<file path="src/design/noc_pkg.sv">
// network side of the bridge
// three 64-bit channels, each with its own valid/ready pair
package noc_pkg;

    // channel count and flit width
    localparam int NOC_CHANNELS = 3;
    localparam int NOC_FLIT_W = 64;

    // bits needed to name one channel
    localparam int NOC_CHAN_IDX_W = $clog2(NOC_CHANNELS);

    // one flit as seen by the network
    typedef logic [NOC_FLIT_W-1:0] noc_flit_t;

    // all channels side by side, index = channel number
    typedef noc_flit_t [NOC_CHANNELS-1:0] noc_bus_t;

    // one bit per channel
    // valid, ready and credit wires
    typedef logic [NOC_CHANNELS-1:0] chan_vec_t;

    // channel number, 0 to NOC_CHANNELS-1
    typedef logic [NOC_CHAN_IDX_W-1:0] chan_idx_t;

endpackage

</file>
<file path="src/design/bridge_pkg.sv">
// link side of the bridge
// 32-bit words with a channel tag, credits flow back per channel
package bridge_pkg;

    import noc_pkg::*;

    // a flit crosses as two halves
    localparam int LINK_DATA_W = NOC_FLIT_W / 2;

    typedef logic [LINK_DATA_W-1:0] link_data_t;
    typedef logic [1:0] link_chan_t;

    // tag zero = nothing on the link
    // tag n+1 carries network channel n
    localparam link_chan_t LINK_IDLE = 2'd0;

    // one link word, the whole bus in each direction
    typedef struct packed {
        link_chan_t chan;
        link_data_t data;
    } link_word_t;

    // receive buffer depth per channel
    // also the sender's credit count after reset
    localparam int BRIDGE_CREDITS = 4;
    localparam int SEND_QUEUE_DEPTH = 2;

    typedef logic [2:0] credit_cnt_t;
    localparam credit_cnt_t CREDIT_INIT = credit_cnt_t'(BRIDGE_CREDITS);

    // serializer and deserializer states
    typedef enum logic {SEND_LOW, SEND_HIGH} send_state_e;
    typedef enum logic {RCV_LOW, RCV_HIGH} rcv_state_e;

    // network channel number to link tag
    function automatic link_chan_t chan_tag(int unsigned ch);
        return link_chan_t'(ch + 1);
    endfunction

endpackage

</file>
<file path="src/design/bridge_chan_fifo.sv">
`timescale 1ns/1ps

// one-flit-wide synchronous queue
// send side holds SEND_QUEUE_DEPTH, receive side BRIDGE_CREDITS
module bridge_chan_fifo import noc_pkg::*, bridge_pkg::*; #(
    parameter int DEPTH = SEND_QUEUE_DEPTH
) (
    input  logic      fpga_clk,
    input  logic      rst,
    input  logic      push,
    input  noc_flit_t push_data,
    input  logic      pop,
    output noc_flit_t head,
    output logic      empty,
    output logic      full
);

    localparam int PTR_W = (DEPTH > 1) ? $clog2(DEPTH) : 1;
    localparam int CNT_W = $clog2(DEPTH + 1);

    noc_flit_t        mem [DEPTH];
    logic [PTR_W-1:0] wr_ptr;
    logic [PTR_W-1:0] rd_ptr;
    logic [CNT_W-1:0] count;
    logic             do_push;
    logic             do_pop;

    assign empty = (count == '0);
    assign full = (count == CNT_W'(DEPTH));

    // full blocks push even when a pop happens the same cycle
    assign do_push = push && !full;
    assign do_pop = pop && !empty;

    // head read straight from the array
    // a push shows up here one cycle later
    assign head = mem[rd_ptr];

    always_ff @(posedge fpga_clk) begin
        if (do_push) begin
            mem[wr_ptr] <= push_data;
        end
    end

    // pointers wrap at DEPTH, not at a power of two
    always_ff @(posedge fpga_clk) begin
        if (rst) begin
            wr_ptr <= '0;
            rd_ptr <= '0;
            count <= '0;
        end else begin
            if (do_push) begin
                wr_ptr <= (wr_ptr == PTR_W'(DEPTH - 1)) ? '0 : wr_ptr + 1'b1;
            end
            if (do_pop) begin
                rd_ptr <= (rd_ptr == PTR_W'(DEPTH - 1)) ? '0 : rd_ptr + 1'b1;
            end
            // occupancy, unchanged on push and pop together
            if (do_push && !do_pop) begin
                count <= count + 1'b1;
            end else if (do_pop && !do_push) begin
                count <= count - 1'b1;
            end
        end
    end

endmodule

</file>
<file path="src/design/bridge_send.sv">
`timescale 1ns/1ps

// send path, network to link
// per-channel queues, credit counters, round-robin pick,
// then each flit goes out as low half and high half
module bridge_send import noc_pkg::*, bridge_pkg::*; (
    input  logic       fpga_clk,
    input  logic       rst,
    input  noc_bus_t   network_out,
    input  chan_vec_t  data_out_val,
    output chan_vec_t  data_out_rdy,
    output link_word_t intcnct_out,
    input  chan_vec_t  intcnct_credit_out
);

    send_state_e state;

    // queue side
    noc_bus_t    q_head;
    chan_vec_t   q_push;
    chan_vec_t   q_pop;
    chan_vec_t   q_empty;
    chan_vec_t   q_full;

    // arbitration
    chan_vec_t   eligible;
    logic        grant_valid;
    chan_idx_t   grant_chan;
    chan_idx_t   last_chan;
    chan_idx_t   sel_chan;

    // one credit per flit the receiver can still hold
    credit_cnt_t credit_cnt [NOC_CHANNELS];

    // registered link word
    link_chan_t  link_chan_q;
    link_data_t  link_data_q;

    for (genvar i = 0; i < NOC_CHANNELS; i++) begin : g_chan
        bridge_chan_fifo #(
            .DEPTH(SEND_QUEUE_DEPTH)
        ) queue_i (
            .fpga_clk (fpga_clk),
            .rst      (rst),
            .push     (q_push[i]),
            .push_data(network_out[i]),
            .pop      (q_pop[i]),
            .head     (q_head[i]),
            .empty    (q_empty[i]),
            .full     (q_full[i])
        );

        assign data_out_rdy[i] = ~q_full[i];
        assign q_push[i] = data_out_val[i] & ~q_full[i];

        // flit leaves its queue while the high half is registered
        assign q_pop[i] = (state == SEND_HIGH) && (sel_chan == chan_idx_t'(i));

        // something to send and room on the far side
        assign eligible[i] = ~q_empty[i] && (credit_cnt[i] != '0);
    end

    // round robin, search starts one past the last winner
    always_comb begin
        int idx;
        idx = 0;
        grant_valid = 1'b0;
        grant_chan = '0;
        for (int k = 1; k <= NOC_CHANNELS; k++) begin
            idx = (int'(last_chan) + k) % NOC_CHANNELS;
            if (!grant_valid && eligible[idx]) begin
                grant_valid = 1'b1;
                grant_chan = chan_idx_t'(idx);
            end
        end
        // new pairs only start between pairs
        if (state != SEND_LOW) begin
            grant_valid = 1'b0;
        end
    end

    // serializer FSM and link tag
    always_ff @(posedge fpga_clk) begin
        if (rst) begin
            state <= SEND_LOW;
            link_chan_q <= LINK_IDLE;
            sel_chan <= '0;
            // so channel 0 wins first
            last_chan <= chan_idx_t'(NOC_CHANNELS - 1);
        end else begin
            case (state)
                SEND_LOW: begin
                    if (grant_valid) begin
                        link_chan_q <= chan_tag(grant_chan);
                        sel_chan <= grant_chan;
                        last_chan <= grant_chan;
                        state <= SEND_HIGH;
                    end else begin
                        link_chan_q <= LINK_IDLE;
                    end
                end
                // tag held for the second word
                SEND_HIGH: state <= SEND_LOW;
                default: state <= SEND_LOW;
            endcase
        end
    end

    // link data, low half on the grant, high half after
    // don't care while the tag is idle
    always_ff @(posedge fpga_clk) begin
        if (state == SEND_LOW) begin
            link_data_q <= q_head[grant_chan][LINK_DATA_W-1:0];
        end else begin
            link_data_q <= q_head[sel_chan][NOC_FLIT_W-1:LINK_DATA_W];
        end
    end

    assign intcnct_out = '{chan: link_chan_q, data: link_data_q};

    // credit counters
    // spent on the low half, returned pulse added the cycle after it arrives
    always_ff @(posedge fpga_clk) begin
        for (int i = 0; i < NOC_CHANNELS; i++) begin
            if (rst) begin
                credit_cnt[i] <= CREDIT_INIT;
            end else if (grant_valid && grant_chan == chan_idx_t'(i)) begin
                if (!intcnct_credit_out[i]) begin
                    credit_cnt[i] <= credit_cnt[i] - 1'b1;
                end
            end else if (intcnct_credit_out[i]) begin
                credit_cnt[i] <= credit_cnt[i] + 1'b1;
            end
        end
    end

endmodule

</file>
<file path="src/design/bridge_rcv.sv">
`timescale 1ns/1ps

// receive path, link to network
// rebuilds flits from word pairs, buffers them per channel,
// returns one credit per flit handed to the network
module bridge_rcv import noc_pkg::*, bridge_pkg::*; (
    input  logic       fpga_clk,
    input  logic       rst,
    input  link_word_t intcnct_in,
    output chan_vec_t  intcnct_credit_in,
    output noc_bus_t   network_in,
    output chan_vec_t  data_in_val,
    input  chan_vec_t  data_in_rdy
);

    rcv_state_e state;

    // first word of the pair
    link_data_t low_half_q;
    link_chan_t tag_q;

    // completed flit, valid in RCV_HIGH
    noc_flit_t  flit_in;

    chan_vec_t  buf_push;
    chan_vec_t  buf_pop;
    chan_vec_t  buf_empty;
    chan_vec_t  credit_q;

    // high half arrives on the wire, low half from the register
    assign flit_in = {intcnct_in.data, low_half_q};

    // deserializer FSM
    always_ff @(posedge fpga_clk) begin
        if (rst) begin
            state <= RCV_LOW;
            tag_q <= LINK_IDLE;
        end else begin
            case (state)
                RCV_LOW: begin
                    // idle tag, nothing to do
                    if (intcnct_in.chan != LINK_IDLE) begin
                        tag_q <= intcnct_in.chan;
                        state <= RCV_HIGH;
                    end
                end
                // second word is pushed combinationally below
                RCV_HIGH: state <= RCV_LOW;
                default: state <= RCV_LOW;
            endcase
        end
    end

    // low half only matters once the tag is non-idle
    always_ff @(posedge fpga_clk) begin
        if (state == RCV_LOW) begin
            low_half_q <= intcnct_in.data;
        end
    end

    for (genvar i = 0; i < NOC_CHANNELS; i++) begin : g_chan
        // write on the cycle the high half is on the link
        assign buf_push[i] = (state == RCV_HIGH) && (tag_q == chan_tag(i));

        // never overflows while the sender respects credits
        bridge_chan_fifo #(
            .DEPTH(BRIDGE_CREDITS)
        ) buffer_i (
            .fpga_clk (fpga_clk),
            .rst      (rst),
            .push     (buf_push[i]),
            .push_data(flit_in),
            .pop      (buf_pop[i]),
            .head     (network_in[i]),
            .empty    (buf_empty[i]),
            .full     ()
        );

        assign data_in_val[i] = ~buf_empty[i];
        assign buf_pop[i] = data_in_val[i] & data_in_rdy[i];
    end

    // one-cycle credit pulse per flit leaving a buffer
    always_ff @(posedge fpga_clk) begin
        if (rst) begin
            credit_q <= '0;
        end else begin
            credit_q <= buf_pop;
        end
    end

    assign intcnct_credit_in = credit_q;

endmodule

</file>
<file path="src/design/fpga_bridge.sv">
`timescale 1ns/1ps

// bridge top
// network channels out over the link through bridge_send,
// link back to network channels through bridge_rcv
module fpga_bridge import noc_pkg::*, bridge_pkg::*; (
    input  logic       fpga_clk,
    input  logic       rst,
    // network to link
    input  noc_bus_t   network_out,
    input  chan_vec_t  data_out_val,
    output chan_vec_t  data_out_rdy,
    // link to network
    output noc_bus_t   network_in,
    output chan_vec_t  data_in_val,
    input  chan_vec_t  data_in_rdy,
    // link, both directions
    output link_word_t intcnct_out,
    input  chan_vec_t  intcnct_credit_out,
    input  link_word_t intcnct_in,
    output chan_vec_t  intcnct_credit_in
);

    bridge_send send_i (
        .fpga_clk          (fpga_clk),
        .rst               (rst),
        .network_out       (network_out),
        .data_out_val      (data_out_val),
        .data_out_rdy      (data_out_rdy),
        .intcnct_out       (intcnct_out),
        .intcnct_credit_out(intcnct_credit_out)
    );

    bridge_rcv rcv_i (
        .fpga_clk         (fpga_clk),
        .rst              (rst),
        .intcnct_in       (intcnct_in),
        .intcnct_credit_in(intcnct_credit_in),
        .network_in       (network_in),
        .data_in_val      (data_in_val),
        .data_in_rdy      (data_in_rdy)
    );

endmodule

</file>
<file path="config.mk">
export PLATFORM = sky130hd
export DESIGN_NAME = fpga_bridge
export DESIGN_NICKNAME = d
export VERILOG_FILES = /design/src/design/noc_pkg.sv /design/src/design/bridge_pkg.sv /design/src/design/bridge_chan_fifo.sv /design/src/design/bridge_send.sv /design/src/design/bridge_rcv.sv /design/src/design/fpga_bridge.sv
export SDC_FILE = /design/constraint.sdc
export NUM_CORES = 1
export LEC_CHECK = 0
export BUFFER_PORTS_ARGS = -buffer_cell sky130_fd_sc_hd__buf_2
export CAP_MARGIN = 20
export CORE_MARGIN = 2
export CORE_UTILIZATION = 30
export DETAILED_ROUTE_END_ITERATION = 12
export MAX_ROUTING_LAYER = met4
export PLACE_DENSITY_LB_ADDON = 0.08
export SYNTH_ARGS = -nofsm -noshare
export SYNTH_HDL_FRONTEND = slang
export SYNTH_SLANG_ARGS = --single-unit
</file>
<file path="constraint.sdc">
create_clock -name fpga_clk -period 4.1 [get_ports fpga_clk]
set_clock_uncertainty 0.2 [all_clocks]
set_input_delay 0.82 -clock fpga_clk [delete_from_list [all_inputs] [get_ports fpga_clk]]
set_output_delay 0.82 -clock fpga_clk [all_outputs]
set_load 0.05 [all_outputs]
</file>
Word level (Yosys, flattened, before mapping)
Memory sizes are Yosys's and may differ from the RTL's. A register that Yosys moved wholly into a read port is not among the register bits.
Cells that the tools add are included.
- flip-flop bits (word level): 110
- bits in latches: 0
- RAM bits: 1161
- memory bits (read-only): 0
- input bits: 237
- output and inout bits: 235
- memories kept: 7
- memory list (name ; words ; bits a word ; rd ports ; clocked after memory_dff ; wr ports ; line ; text):
    rcv_i.g_chan[0].buffer_i.mem ; 4 ; 64 ; 1 ; 1 ; 1 ; bridge_chan_fifo.sv:21 ; noc_flit_t mem [DEPTH];
    rcv_i.g_chan[1].buffer_i.mem ; 4 ; 64 ; 1 ; 1 ; 1 ; bridge_chan_fifo.sv:21 ;
    rcv_i.g_chan[2].buffer_i.mem ; 4 ; 64 ; 1 ; 1 ; 1 ; bridge_chan_fifo.sv:21 ;
    send_i.g_chan[0].queue_i.mem ; 2 ; 64 ; 1 ; 1 ; 1 ; bridge_chan_fifo.sv:21 ;
    send_i.g_chan[1].queue_i.mem ; 2 ; 64 ; 1 ; 1 ; 1 ; bridge_chan_fifo.sv:21 ;
    send_i.g_chan[2].queue_i.mem ; 2 ; 64 ; 1 ; 1 ; 1 ; bridge_chan_fifo.sv:21 ;
    +1 memories ; - ; - ; - ; - ; - ; - ;
- $add $sub $neg: 34
- $mul: 0
- divide/modulo/power cells: 3
- magnitude comparators: 5
- equality and inequality tests: 19
- shift-type cells: 0
- multiplexer cells: 106
- bitwise gates (word level): 23
- reductions and logical operators: 84
- operators with widths (cell ; count):
    binary-select mux 64 bit (select 2 bit) ; 2
    less-than comparator 32 x 4 -> 1 bit (second input constant) ; 3
    remainder unit 32 x 3 -> 32 bit (second input constant) ; 3
    two-way mux 32 bit ; 2
    two-way mux 64 bit ; 1
    two-way mux 1 bit ; 62
    two-way mux 2 bit ; 22
    logical AND 1 bit ; 38
    two-way mux 3 bit ; 12
    equality test 2 bit (second input constant) ; 13
    zero test 1 bit ; 26
    adder 2 x 1 -> 2 bit (second input constant) ; 10
    adder 3 x 1 -> 3 bit (second input constant) ; 6
    subtractor 3 x 1 -> 3 bit (second input constant) ; 6
    nonzero test 2 bit ; 7
    NOT 1 bit ; 11
    zero test 2 bit ; 5
    equality test 3 bit (second input constant) ; 3
    zero test 3 bit ; 3
    nonzero test 3 bit ; 3
    adder 1 bit (second input constant) ; 6
    adder 2 x 2 -> 3 bit (second input constant) ; 2
    AND 1 bit ; 6
    binary-select mux 1 bit (select 2 bit) ; 3
    other kinds (7) ; 19

Longest topological paths before layout
Gate-level depths: netlist (run 1).
- depth in word-level cells: 20
- mapped depth: 14

Cells and area by module
A second synthesis (run 1) with hierarchy kept.
- cells, all modules: 2237
- area, all modules: 48343.9 µm²
- by module, submodules not included (module ; times used ; cells an instance ; area an instance (µm²) ; seq. area each (µm²)):
    bridge_chan_fifo (rcv_i.g_chan[0].buffer_i ...) ; 3 ; 384 ; 9733.1 ; 7867.5
    bridge_chan_fifo (send_i.g_chan[0].queue_i ...) ; 3 ; 224 ; 4832.1 ; 3943.8
    bridge_send ; 1 ; 351 ; 3439.5 ; 1031.0
    bridge_rcv ; 1 ; 62 ; 1208.7 ; 1081.0

Worst setup path before layout (run 1)
OpenSTA, ideal clock, no wires.
- kind: register to register
- start point: register send_i.g_chan[0].queue_i.count[0]
- end point: memory send_i.g_chan[0].queue_i.mem[0][0] (netlist bit) (enable)
- setup time: 487 ps
- arrival time: 3793 ps
- path slack: -379 ps
- cell stages (with the launch flop): 4
- buffers on the path: 0
- period minus slack after synthesis: 4479 ps
- cell sequence: dfxtp_1 -> nand2b_1 -> nand2_1 -> nor2_1
- word-level cells in the longest chain between the ends: 6
- ends and longest elaborated chain (what ; line ; text):
    start: declaration ; bridge_chan_fifo.sv:24 ; logic [CNT_W-1:0] count;
    start signal: assignment ; bridge_chan_fifo.sv:60 ; count <= count + 1'b1;
    start signal: assignment ; bridge_chan_fifo.sv:62 ; count <= count - 1'b1;
    equality test 2 bit ; bridge_chan_fifo.sv:29 ; assign full = (count == CNT_W'(DEPTH));
    NOT 1 bit ; - ;
    named net data_out_rdy[0] ; fpga_bridge.sv:12 ; output chan_vec_t data_out_rdy,
    AND 1 bit ; bridge_send.sv:54 ; assign q_push[i] = data_out_val[i] & ~q_full[i];
    logical AND 1 bit ; bridge_chan_fifo.sv:32 ; assign do_push = push && !full;
    two-way mux 1 bit ; bridge_chan_fifo.sv:40 ; if (do_push) begin
    two-way mux 1 bit (not written as such) ; bridge_chan_fifo.sv:41 ; mem[wr_ptr] <= push_data;
    end: declaration ; bridge_chan_fifo.sv:21 ;
The timed path passes the listed nets, and every way through them passes these cells.

==> flow_metrics.tcl, run 1 <==
set metrics [dict create \
    wl_met1_um 56310 \
    maxSlewHeadroom_pct 35.69 \
    drt_iter0_drc 1527 \
    async_flop_share_pct 0 \
    ys.warnings.count 0 \
    synth_top_area_share_pct 74.97 \
    critPathArrivalTime_ps 2600 \
    port-buffer-count 471 \
    synthTopCellsByArea "edfxtp_1 (75%), mux4_2 (9.0%), dfxtp_1 (3.6%), mux2i_1 (2.2%), a211oi_1 (1.1%)" \
    first_pass_iters 5 \
    ff2ff_setup_slack_ps 760 \
    status "finished, final reports clean" \
    endpoint_kind "output pin" \
    peakVddDrop_mv 0.4076 \
    fin_nets 3233 \
    dp_hpwl_um 86160 \
    fin_cells 5186 \
    fin_setup_tns_ps 0 \
    ctsHtreeMaxLevel 4 \
    r2r_cells 14 \
    die_x_um 403.1 \
    yosysSeqAreaShare_pct 78.57 \
    grt.overflow.total 0 \
    fmax_ghz 0.2764 \
    required_ps 3080 \
    synth_edf_count 1193 \
    worst_slew_pin_slew_ps 962.3 \
    num_rows 146 \
    grt_usage_pct 16.92 \
    grt_pass1_vias 25910 \
    cp-start-kind "register" \
    drive_gt1_share_pct 34.73 \
    die_h_um 403.1 \
    clock_latency_ps 750 \
    syn_area_um2 47790 \
    critPathKind "reg2out" \
    grt_max_degree 65 \
    worstHoldPathCells 1 \
    via_count 24150 \
    synthFlopType "edfxtp_1" \
    clockBufferDepth 3 \
    max_cap_violations 0 \
    crit_path_end "network_in[3]" \
    route.met2.wl_um 65990 \
    cts_buffers 146 \
    worstReg2RegStart "send_i.credit_cnt[0][0]$_DFFE_PP_" \
    final_area_um2 58750 \
    antenna_left 0 \
    hold_class "in2reg" \
    ioPinCount 472 \
    clkSinkCount 1279 \
    wl_met3_um 8567 \
    final_hold_viol_count 0 \
    ys_top_cells_by_count "edfxtp_1 (1193), mux4_2 (192), mux2i_1 (106)" \
    finalCriticalPeriod_ps 3618 \
    placed_area_um2 53150 \
    fin_crit_sh_pct 88.25 \
    grt_pass1_wl_um 190300 \
    top_layer "met4" \
    routabilityCongestion 0.7410 \
    netlist_instances 2272 \
    avgSynthCellArea_um2 21.03 \
    r2r_end "send_i.credit_cnt[2][2]$_SDFFCE_PN1P_" \
    via_per_inst 4.656 \
    rsz0062_at_grt "false" \
    clkSlewWorstSetupHoldPaths_ps 60 \
    dieArea_um2 162500 \
    area_growth_pct 22.94 \
    setup_violations 0 \
    slew_viol_final 0 \
    yosysUniqueCellTypes 57 \
    syn-num-nets 2545 \
    ys_seq_elements 1279 \
    clock-root-buffer "clkbuf_16" \
    cts_tree "built" \
    drt-total-wl_um 133600 \
    antenna_found_initial 47 \
    yosysMostFrequentCell "edfxtp_1" \
    cp_max_fo 18 \
    start_util_pct 30.21 \
    placedCellCount 4782 \
    core_um2 158200 \
    p_per_area_nw_per_um2 661.9 \
    wire_per_inst_um 25.77 \
    cts_resized 0 \
    yosys.area.top_type "edfxtp_1" \
    drc 0 \
    power.leakage_uw 0.01921 \
]
==> area by class of cell <==
class / instances / area (um^2)
inverter: 26 / 102.6
fill: 14710 / 99450
sequential: 1279 / 37580
clock buffer: 205 / 4048
clock inverter: 58 / 430.4
timing repair buffer: 646 / 4202
multi-input combinational: 861 / 9693
antenna: 39 / 97.59
tap: 2072 / 2592
==> cells by family (layout without fill, tap and decap cells) <==
group	count (synthesis)	count (layout)	synth area share (%)
AND/OR/NAND/NOR	228	228	2.466
flip-flops	1279	1279	78.57
XOR/XNOR	24	24	0.4399
adder cells (fa/ha/maj)	36	36	1.005
AO/OA/AOI/OAI	243	243	4.208
buffers and inverters	132	935	1.286
other	0	39	0
multiplexers	330	330	12.02
==> worst max-delay path, cell delays in order (launching register included) <==
cell	delay, ps
dfxtp_4	620
buf_4	410
mux4_2	580
buf_2	230
==> how the worst min path moves through the flow <==
stage	start	to	slack, ps
floorplan	rcv_i.g_chan[2].buffer_i.rd_ptr[1]$_SDFFE_PP0P_	register	250
global placement	rcv_i.g_chan[1].buffer_i.rd_ptr[1]$_SDFFE_PP0P_	register	260
detailed placement	rcv_i.g_chan[0].buffer_i.rd_ptr[1]$_SDFFE_PP0P_	register	270
CTS	network_out[147]	send_i.g_chan[2].queue_i.mem[0][19]$_DFFE_PP_	0.2
global route	network_out[102]	send_i.g_chan[1].queue_i.mem[1][38]$_DFFE_PP_	7
finish	network_out[101]	send_i.g_chan[1].queue_i.mem[0][37]$_DFFE_PP_	60
==> through the flow <==
stage,utilization (%),setup slack (ps),total power (uW),hold WS (ps)
6_report,37.14,481.6,38880,64.98
5_1_grt,37.13,278.2,40600,6.675
4_1_cts,37.07,295.3,39610,0.2499
3_5_place_dp,33.60,698.6,27210,265.3
3_3_place_gp,33.60,777.3,27070,255.4
2_1_floorplan,-,684.6,23650,254.1
==> placed cells by master, fill, tap and decap left out, types with 13 or more instances in the layout <==
cell              n
a211oi_1         69
a211oi_2         30
a21oi_1          17
buf_12           22
buf_2           471
buf_4            51
clkbuf_1         44
clkbuf_16       148
clkbuf_8         13
clkinv_1         26
clkinv_2         16
dfxtp_1          76
diode_2          39
dlygate4sd3_1   102
edfxtp_1       1193
ha_1             32
inv_1            23
mux2_2           32
mux2i_1         106
mux4_2          192
nand2_1          25
nor2_1           82
nor2b_1          64
o21ai_0          72
o221ai_2         29
xor2_1           19
==> sequential cells by signal, summed over array words and instances (netlist names), named ones only <==
name / cells
rcv_i.g_chan.buffer_i.count: 9
rcv_i.g_chan.buffer_i.mem: 768
rcv_i.g_chan.buffer_i.rd_ptr: 6
rcv_i.g_chan.buffer_i.wr_ptr: 6
rcv_i.intcnct_credit_in: 3
rcv_i.low_half_q: 32
rcv_i.state: 1
rcv_i.tag_q: 2
send_i.credit_cnt: 9
send_i.g_chan.queue_i.count: 6
send_i.g_chan.queue_i.mem: 384
send_i.g_chan.queue_i.rd_ptr: 3
send_i.g_chan.queue_i.wr_ptr: 3
send_i.last_chan: 1
send_i.link_chan_q: 2
send_i.link_data_q: 32
send_i.sel_chan: 2
send_i.state: 1
==> layer usage <==
layer	global-route usage, %	vias to the layer above
met5	-	-
met4	4.389	0
met3	4.597	170
met2	27.74	635
met1	20.70	12620
li1	-	10720
==> repair_timing <==
item,in CTS,in global routing
endpoints found under the hold margin,196,0
setup buffers,0,0
hold buffers,102,0
==> report_power, final <==
| part | switching, uW | internal [uW] |
|---|---|---|
| Sequential | 737 | 15400 |
| Clock | 5150 | 7020 |
| Combinational | 7220 | 3350 |
(Power assumes the default switching activity.)
==> run 2, diff against run 1 <==
--- a/config.mk
+++ b/config.mk
@@ -14,4 +14,6 @@
 export PLACE_DENSITY_LB_ADDON = 0.08
 export SYNTH_ARGS = -nofsm -noshare
 export SYNTH_HDL_FRONTEND = slang
+export SYNTH_HIERARCHICAL = 1
 export SYNTH_SLANG_ARGS = --single-unit
+export TNS_END_PERCENT = 100
==> run 2 against run 1 <==
  * Sequential power about the same
  * Die area increased by 1.2%
  * Utilization rose by 0.078 points
  * Highest routed layer unchanged
  * Clock-buffer cell count is 7 lower
  * Largest power group unchanged
  * Synthesized cell count fell by 1.5%
==> flow_metrics.tcl, run 2 <==
set metrics [dict create \
    final_hold_viol_count 0 \
    area.sequential_um2 37580 \
    critPathSlowestCell "dfxtp_4" \
    ioPinCount 472 \
    drt-total-wl_um 134900 \
    cp_max_fo 18 \
    final_common_cell "edfxtp_1" \
    grt.overflow.total 0 \
    syn-num-nets 2510 \
    grt_max_degree 65 \
    required_ps 3080 \
    pre_cts_ws_ps 576.8 \
    die_h_um 405.4 \
    area_growth_pct 23.46 \
    fin_crit_sh_pct 89.37 \
    avgSynthCellArea_um2 21.61 \
    slew_viol_final 0 \
    worstHoldPathCells 1 \
    postCtsSetupBuffers 0 \
    top_register "rcv_i/g_chan.buffer_i/mem" \
    yosys.area_share.adder_pct 1.015 \
    hold_class "in2reg" \
    synth.area.mux_share_pct 15.23 \
    maxSlewHeadroom_pct 24.86 \
    power.share.clock_pct 35.9 \
    clock_latency_ps 760 \
    drc 0 \
    multiInputGateArea_um2 10000 \
    fmax_ghz 0.2729 \
    ys_top_cells_by_count "edfxtp_1 (1193), mux2_2 (197), mux4_2 (192)" \
    top_layer "met4" \
    wire_per_inst_um 25.60 \
    synth_top_area_share_pct 74.10 \
    clockBufferDepth 3 \
    synthTopCellsByArea "edfxtp_1 (74%), mux4_2 (8.9%), mux2_2 (4.6%), dfxtp_1 (3.6%), mux2i_1 (0.91%)" \
    start_util_pct 30.14 \
    antenna_found_initial 43 \
    endpoint_kind "output pin" \
    first_pass_iters 5 \
    nFillCells 14930 \
    yosys.area.top_type "edfxtp_1" \
    yosysSeqAreaShare_pct 77.66 \
    clock-root-buffer "clkbuf_16" \
    core_um2 160400 \
    p_comb_share_pct 17.5 \
    netlist_instances 2237 \
    power.switching_uw 9676 \
    setup_ws_ps 436.0 \
    syn_area_um2 48340 \
    drt_iter0_drc 1447 \
    layout_common_cells "edfxtp_1 (1193), buf_2 (471), mux2_2 (197), mux4_2 (192), clkbuf_16 (149)" \
    via_per_inst 4.617 \
    p_int_uw 25220 \
    via_count 24330 \
    rsz0062_at_grt "false" \
    route.met2.wl_um 67300 \
    reg_top3 "rcv_i/g_chan.buffer_i/mem x768, send_i/g_chan.queue_i/mem x384" \
    ys.warnings.count 6 \
    grt_pass1_vias 26420 \
    dp_hpwl_um 85480 \
    fin_setup_tns_ps 0 \
    antenna_left 0 \
    critPathKind "reg2out" \
    synth_top_family_by_area "multiplexers" \
    largest_reg_flops 768 \
    grt_usage_pct 16.83 \
    ys_seq_elements 1279 \
    status "finished, final reports clean" \
    dieArea_um2 164400 \
    synth_edf_count 1193 \
    clkSlewWorstSetupHoldPaths_ps 60 \
    cts_buffers 148 \
    synthFlopType "edfxtp_1" \
    wl_met3_um 8856 \
    power_uw 34900 \
    die_x_um 405.4 \
    peakVddDrop_mv 0.3889 \
    drive_gt1_share_pct 39.28 \
    max_stage_delay_ps 650 \
    max_cap_violations 0 \
    routabilityCongestion 0.7481 \
    ctsHtreeMaxLevel 4 \
    fin_nets 3223 \
    num_rows 147 \
    async_flop_share_pct 0 \
    finalCriticalPeriod_ps 3664 \
    wl_met1_um 56140 \
    seqPwrFrac_pct 46.6 \
    yosys.area_share.simple_pct 1.892 \
    switching_share_pct 27.73 \
    cts_tree "built" \
    clkSinkCount 1279 \
    worst_slew_pin_slew_ps 1127 \
    r2r_cells 14 \
    synth_compound_area_share_pct 2.094 \
    critPathArrivalTime_ps 2640 \
    synth_xor_area_share_pct 0.3261 \
    p_per_area_nw_per_um2 584.7 \
    setup_violations 0 \
    cp_cell_sequence "buf_4 > mux4_2 > buf_2" \
    yosysMostFrequentCell "edfxtp_1" \
    cts_resized 0 \
    yosysUniqueCellTypes 56 \
    power.leakage_uw 0.01978 \
    cp-start-kind "register" \
    port-buffer-count 471 \
    grt_pass1_wl_um 190000 \
]
run 2: changes by cell type after synthesis, sizes merged, moves of 47 or more:
cell	previous run	this run
nor2	85	38
a211oi	99	1
mux2i	106	44
nor2b	64	13
mux2	32	224
o21ai	75	20
run 2: worst max-delay path, delay by kind of cell, from the launching register on:
kind                   cells  cell delay [ps]
DFF                        1              650
buffers and inverters      2              630
muxes                      1              580
run 2: cell families (layout without fill, tap and decap cells):
kind of cell	count (synthesis)	after routing
AND/OR/NAND/NOR	177	177
adder cells (fa/ha/maj)	37	37
XOR/XNOR	18	18
buffers and inverters	138	971
AO/OA/AOI/OAI	128	128
other	0	40
multiplexers	460	460
flip-flops	1279	1279
run 2: layout make-up:
cell class	instances	share of cell area, %
clock buffer	198	6.723
inverter	41	0.2830
antenna	40	0.1677
timing repair buffer	660	7.488
tap	2160	4.528
sequential	1279	62.97
multi-input combinational	820	16.75
clock inverter	72	1.088
run 2: layer usage:
metal  vias to the layer above  track usage, %
li1                      10640               -
met1                     12850           20.28
met2                       675           27.97
met3                       172           4.557
met4                         0           4.324
met5                         -               -
run 2: what timing repair did:
item                                    in CTS  in global routing
endpoints found under the setup margin       0                  0
hold endpoints to repair                   256                  0
hold buffers                               132                  0
run 2: power by group through the flow:
| stage | sequential (uW) | combinational, uW | clock (uW) |
|---|---|---|---|
| after floorplan | 16900 | 3630 | 0 |
| after global placement | 16500 | 6020 | 0 |
| after detailed placement | 16600 | 6100 | 0 |
| after CTS | 16300 | 6230 | 12900 |
| after global routing | 16400 | 6550 | 13400 |
| final | 16300 | 6110 | 12500 |
run 2: final timing paths:
path / startpoint / end / slack (ps)
worst max-delay path: register / network_in[114] / 440
worst min-delay path: network_out[173] / send_i/g_chan[2].queue_i/mem[0][45]$_DFFE_PP_ / 70
worst max register to register: send_i/last_chan[0]$_SDFFE_PP0P_ / send_i/credit_cnt[2][2]$_SDFFCE_PN1P_ / 530
worst min register to register: send_i/link_chan_q[0]$_SDFFE_PP0N_ / send_i/link_chan_q[0]$_SDFFE_PP0N_ / 290
run 2: stage by stage:
step | cell area [um^2] | utilization (%) | cells | hold WS [ps]
2_1_floorplan | 48340 | - | 2237 | 251.6
3_3_place_gp | 53600 | 33.42 | 4828 | 269.6
3_5_place_dp | 53600 | 33.42 | 4828 | 262.1
4_1_cts | 59580 | 37.15 | 5230 | 0.2763
5_1_grt | 59680 | 37.21 | 5268 | 4.098
6_report | 59680 | 37.21 | 5270 | 67.62
==> run 3, diff against run 2 <==
--- a/config.mk
+++ b/config.mk
@@ -5,7 +5,7 @@
 export SDC_FILE = /design/constraint.sdc
 export NUM_CORES = 1
 export LEC_CHECK = 0
-export BUFFER_PORTS_ARGS = -buffer_cell sky130_fd_sc_hd__buf_2
+export BUFFER_PORTS_ARGS = -buffer_cell sky130_fd_sc_hd__buf_4
 export CAP_MARGIN = 20
 export CORE_MARGIN = 2
 export CORE_UTILIZATION = 30
==> run 3 against run 2 <==
  * Global-route usage up 0.18 points
  * Sequential share of layout area down 1.6 points
  * Power up 1.9%
  * Final area up 2.7%
  * Largest cell class unchanged
  * Clock-buffer cell count down 5
  * Largest power group unchanged
  * Worst hold slack better by 5.4 ps
  * Non-clock buffer count up 37
  * First-iteration DRC count down 2.7%
  * Critical path type is now reg2reg
  * Worst setup slack worse by 52 ps
  * Die area unchanged
  * Register-to-register slack worse by 150 ps
==> flow_metrics.tcl, run 3 (synthesis gave the netlist of run 2 again) <==
set metrics [dict create \
    status "finished, final reports clean" \
    p_per_area_nw_per_um2 580.0 \
    fmax_ghz 0.2691 \
    grt.overflow.total 0 \
    fin_crit_sh_pct 90.63 \
    layout_common_cells "edfxtp_1 (1193), buf_4 (506), mux2_2 (197), mux4_2 (192), dlygate4sd3_1 (167)" \
    dp_hpwl_um 85500 \
    clock_latency_ps 760 \
    drt-total-wl_um 136000 \
    wire_per_inst_um 25.63 \
    area.sequential_um2 37580 \
    clkSlewWorstSetupHoldPaths_ps 60 \
    antenna_found_initial 39 \
    nFillCells 14820 \
    hold_class "in2reg" \
    power.leakage_uw 0.02041 \
    cts_resized 0 \
    cp_max_fo 35 \
    ctsHtreeMaxLevel 4 \
    endpoint_kind "register" \
    die_x_um 405.4 \
    worst_slew_pin_slew_ps 923.7 \
    power_uw 35550 \
    max_cap_violations 0 \
    cts_buffers 149 \
    via_per_inst 4.614 \
    critPathKind "reg2reg" \
    top_register "rcv_i/g_chan.buffer_i/mem" \
    hold_ws_ps 73.07 \
    drt_iter0_drc 1408 \
    dieArea_um2 164400 \
    clock-root-buffer "clkbuf_16" \
    critPathArrivalTime_ps 3940 \
    slew_viol_final 0 \
    required_ps 4330 \
    largest_reg_flops 768 \
    peakVddDrop_mv 0.4153 \
    multiInputGateArea_um2 10000 \
    grt_pass1_wl_um 192400 \
    fin_setup_tns_ps 0 \
    drive_gt1_share_pct 39.03 \
    reg_top3 "rcv_i/g_chan.buffer_i/mem x768, send_i/g_chan.queue_i/mem x384" \
    cts_tree "built" \
    routabilityCongestion 0.7580 \
    num_rows 147 \
    core_um2 160400 \
    die_h_um 405.4 \
    port-buffer-count 471 \
    ioPinCount 472 \
    final_common_cell "edfxtp_1" \
    placedCellCount 4830 \
    antenna_left 0 \
    cp-start-kind "register" \
    first_pass_iters 5 \
    fin_cells 5304 \
    setup_violations 0 \
    grt_usage_pct 17.02 \
    final_hold_viol_count 0 \
    clockBufferDepth 3 \
    rsz0062_at_grt "false" \
    grt_max_degree 63 \
    area_growth_pct 26.78 \
    via_count 24470 \
    finalCriticalPeriod_ps 3716 \
    maxSlewHeadroom_pct 38.27 \
    fin_nets 3261 \
    drc 0 \
    grt_pass1_vias 26700 \
    clkSinkCount 1279 \
    start_util_pct 30.14 \
]
## run 3: cell types whose count changed in the layout (fill, tap and decap cells not counted), moves of 2 or more
cell / previous run / this run
inv_6: 5 / 2
buf_4: 28 / 506
clkbuf_16: 149 / 151
clkinv_1: 22 / 25
clkbuf_1: 39 / 30
bufinv_16: 5 / 8
clkbuf_8: 10 / 12
buf_12: 29 / 24
clkinv_2: 25 / 22
clkinv_4: 5 / 7
dlygate4sd3_1: 132 / 167
buf_2: 471 / 0
## run 3: critical path, stage by stage, from the launching register on
cell,delay (ps)
dfxtp_2,340
inv_1,100
ha_1,400
or3_1,370
nand2_1,100
a221o_2,130
buf_4,600
inv_1,180
ha_1,240
and3_1,170
nand2_1,170
mux2i_1,380
## run 3: cell type report
class                   count  share of cell area [%]
diodes                     39                  0.1592
clock buffers             193                   6.618
clock inverters            75                   1.194
inverters                  41                  0.2756
multi-input cells         820                   16.32
flip-flops and latches   1279                   61.32
well taps                2160                   4.410
repair buffers            697                   9.709
## run 3: final timing paths
check / cells after the start / start / slack (ps) / end
worst max-delay path: 11 / send_i/last_chan[0]$_SDFFE_PP0P_ / 380 / send_i/credit_cnt[1][1]$_DFFE_PP_
worst min-delay path: 1 / network_out[159] / 70 / send_i/g_chan[2].queue_i/mem[1][31]$_DFFE_PP_
worst max register to register: 11 / send_i/last_chan[0]$_SDFFE_PP0P_ / 380 / send_i/credit_cnt[1][1]$_DFFE_PP_
worst min register to register: 2 / send_i/link_chan_q[0]$_SDFFE_PP0N_ / 290 / send_i/link_chan_q[0]$_SDFFE_PP0N_
## run 3: power by group
part / internal, uW / leakage, uW / switching, uW
registers: 15700 / 0.0116 / 498
clock network: 7520 / 0.00234 / 5350
logic: 2510 / 0.00645 / 3960
## run 3: per-layer routing
metal  up-vias  track usage, %  routed length [um]
met5         -               -                   0
met1     12940           20.43               56650
li1      10730               -                   -
met3       183           5.226                9592
met4         0           4.663                2975
met2       625           27.75               66730
## run 3: repair_timing
item | in CTS | in global routing
hold buffers | 167 | 0
endpoints found under the setup margin | 0 | 0
setup buffers | 0 | 0
endpoints found under the hold margin | 331 | 0
## run 3: per-stage QoR
stage	worst slack, ps	util, %	cell area (um^2)
2_1_floorplan	509.6	-	48340
3_3_place_gp	493.3	34.11	54710
3_5_place_dp	370.3	34.13	54730
4_1_cts	282.6	38.15	61190
5_1_grt	227.4	38.21	61280
6_report	384.1	38.21	61290
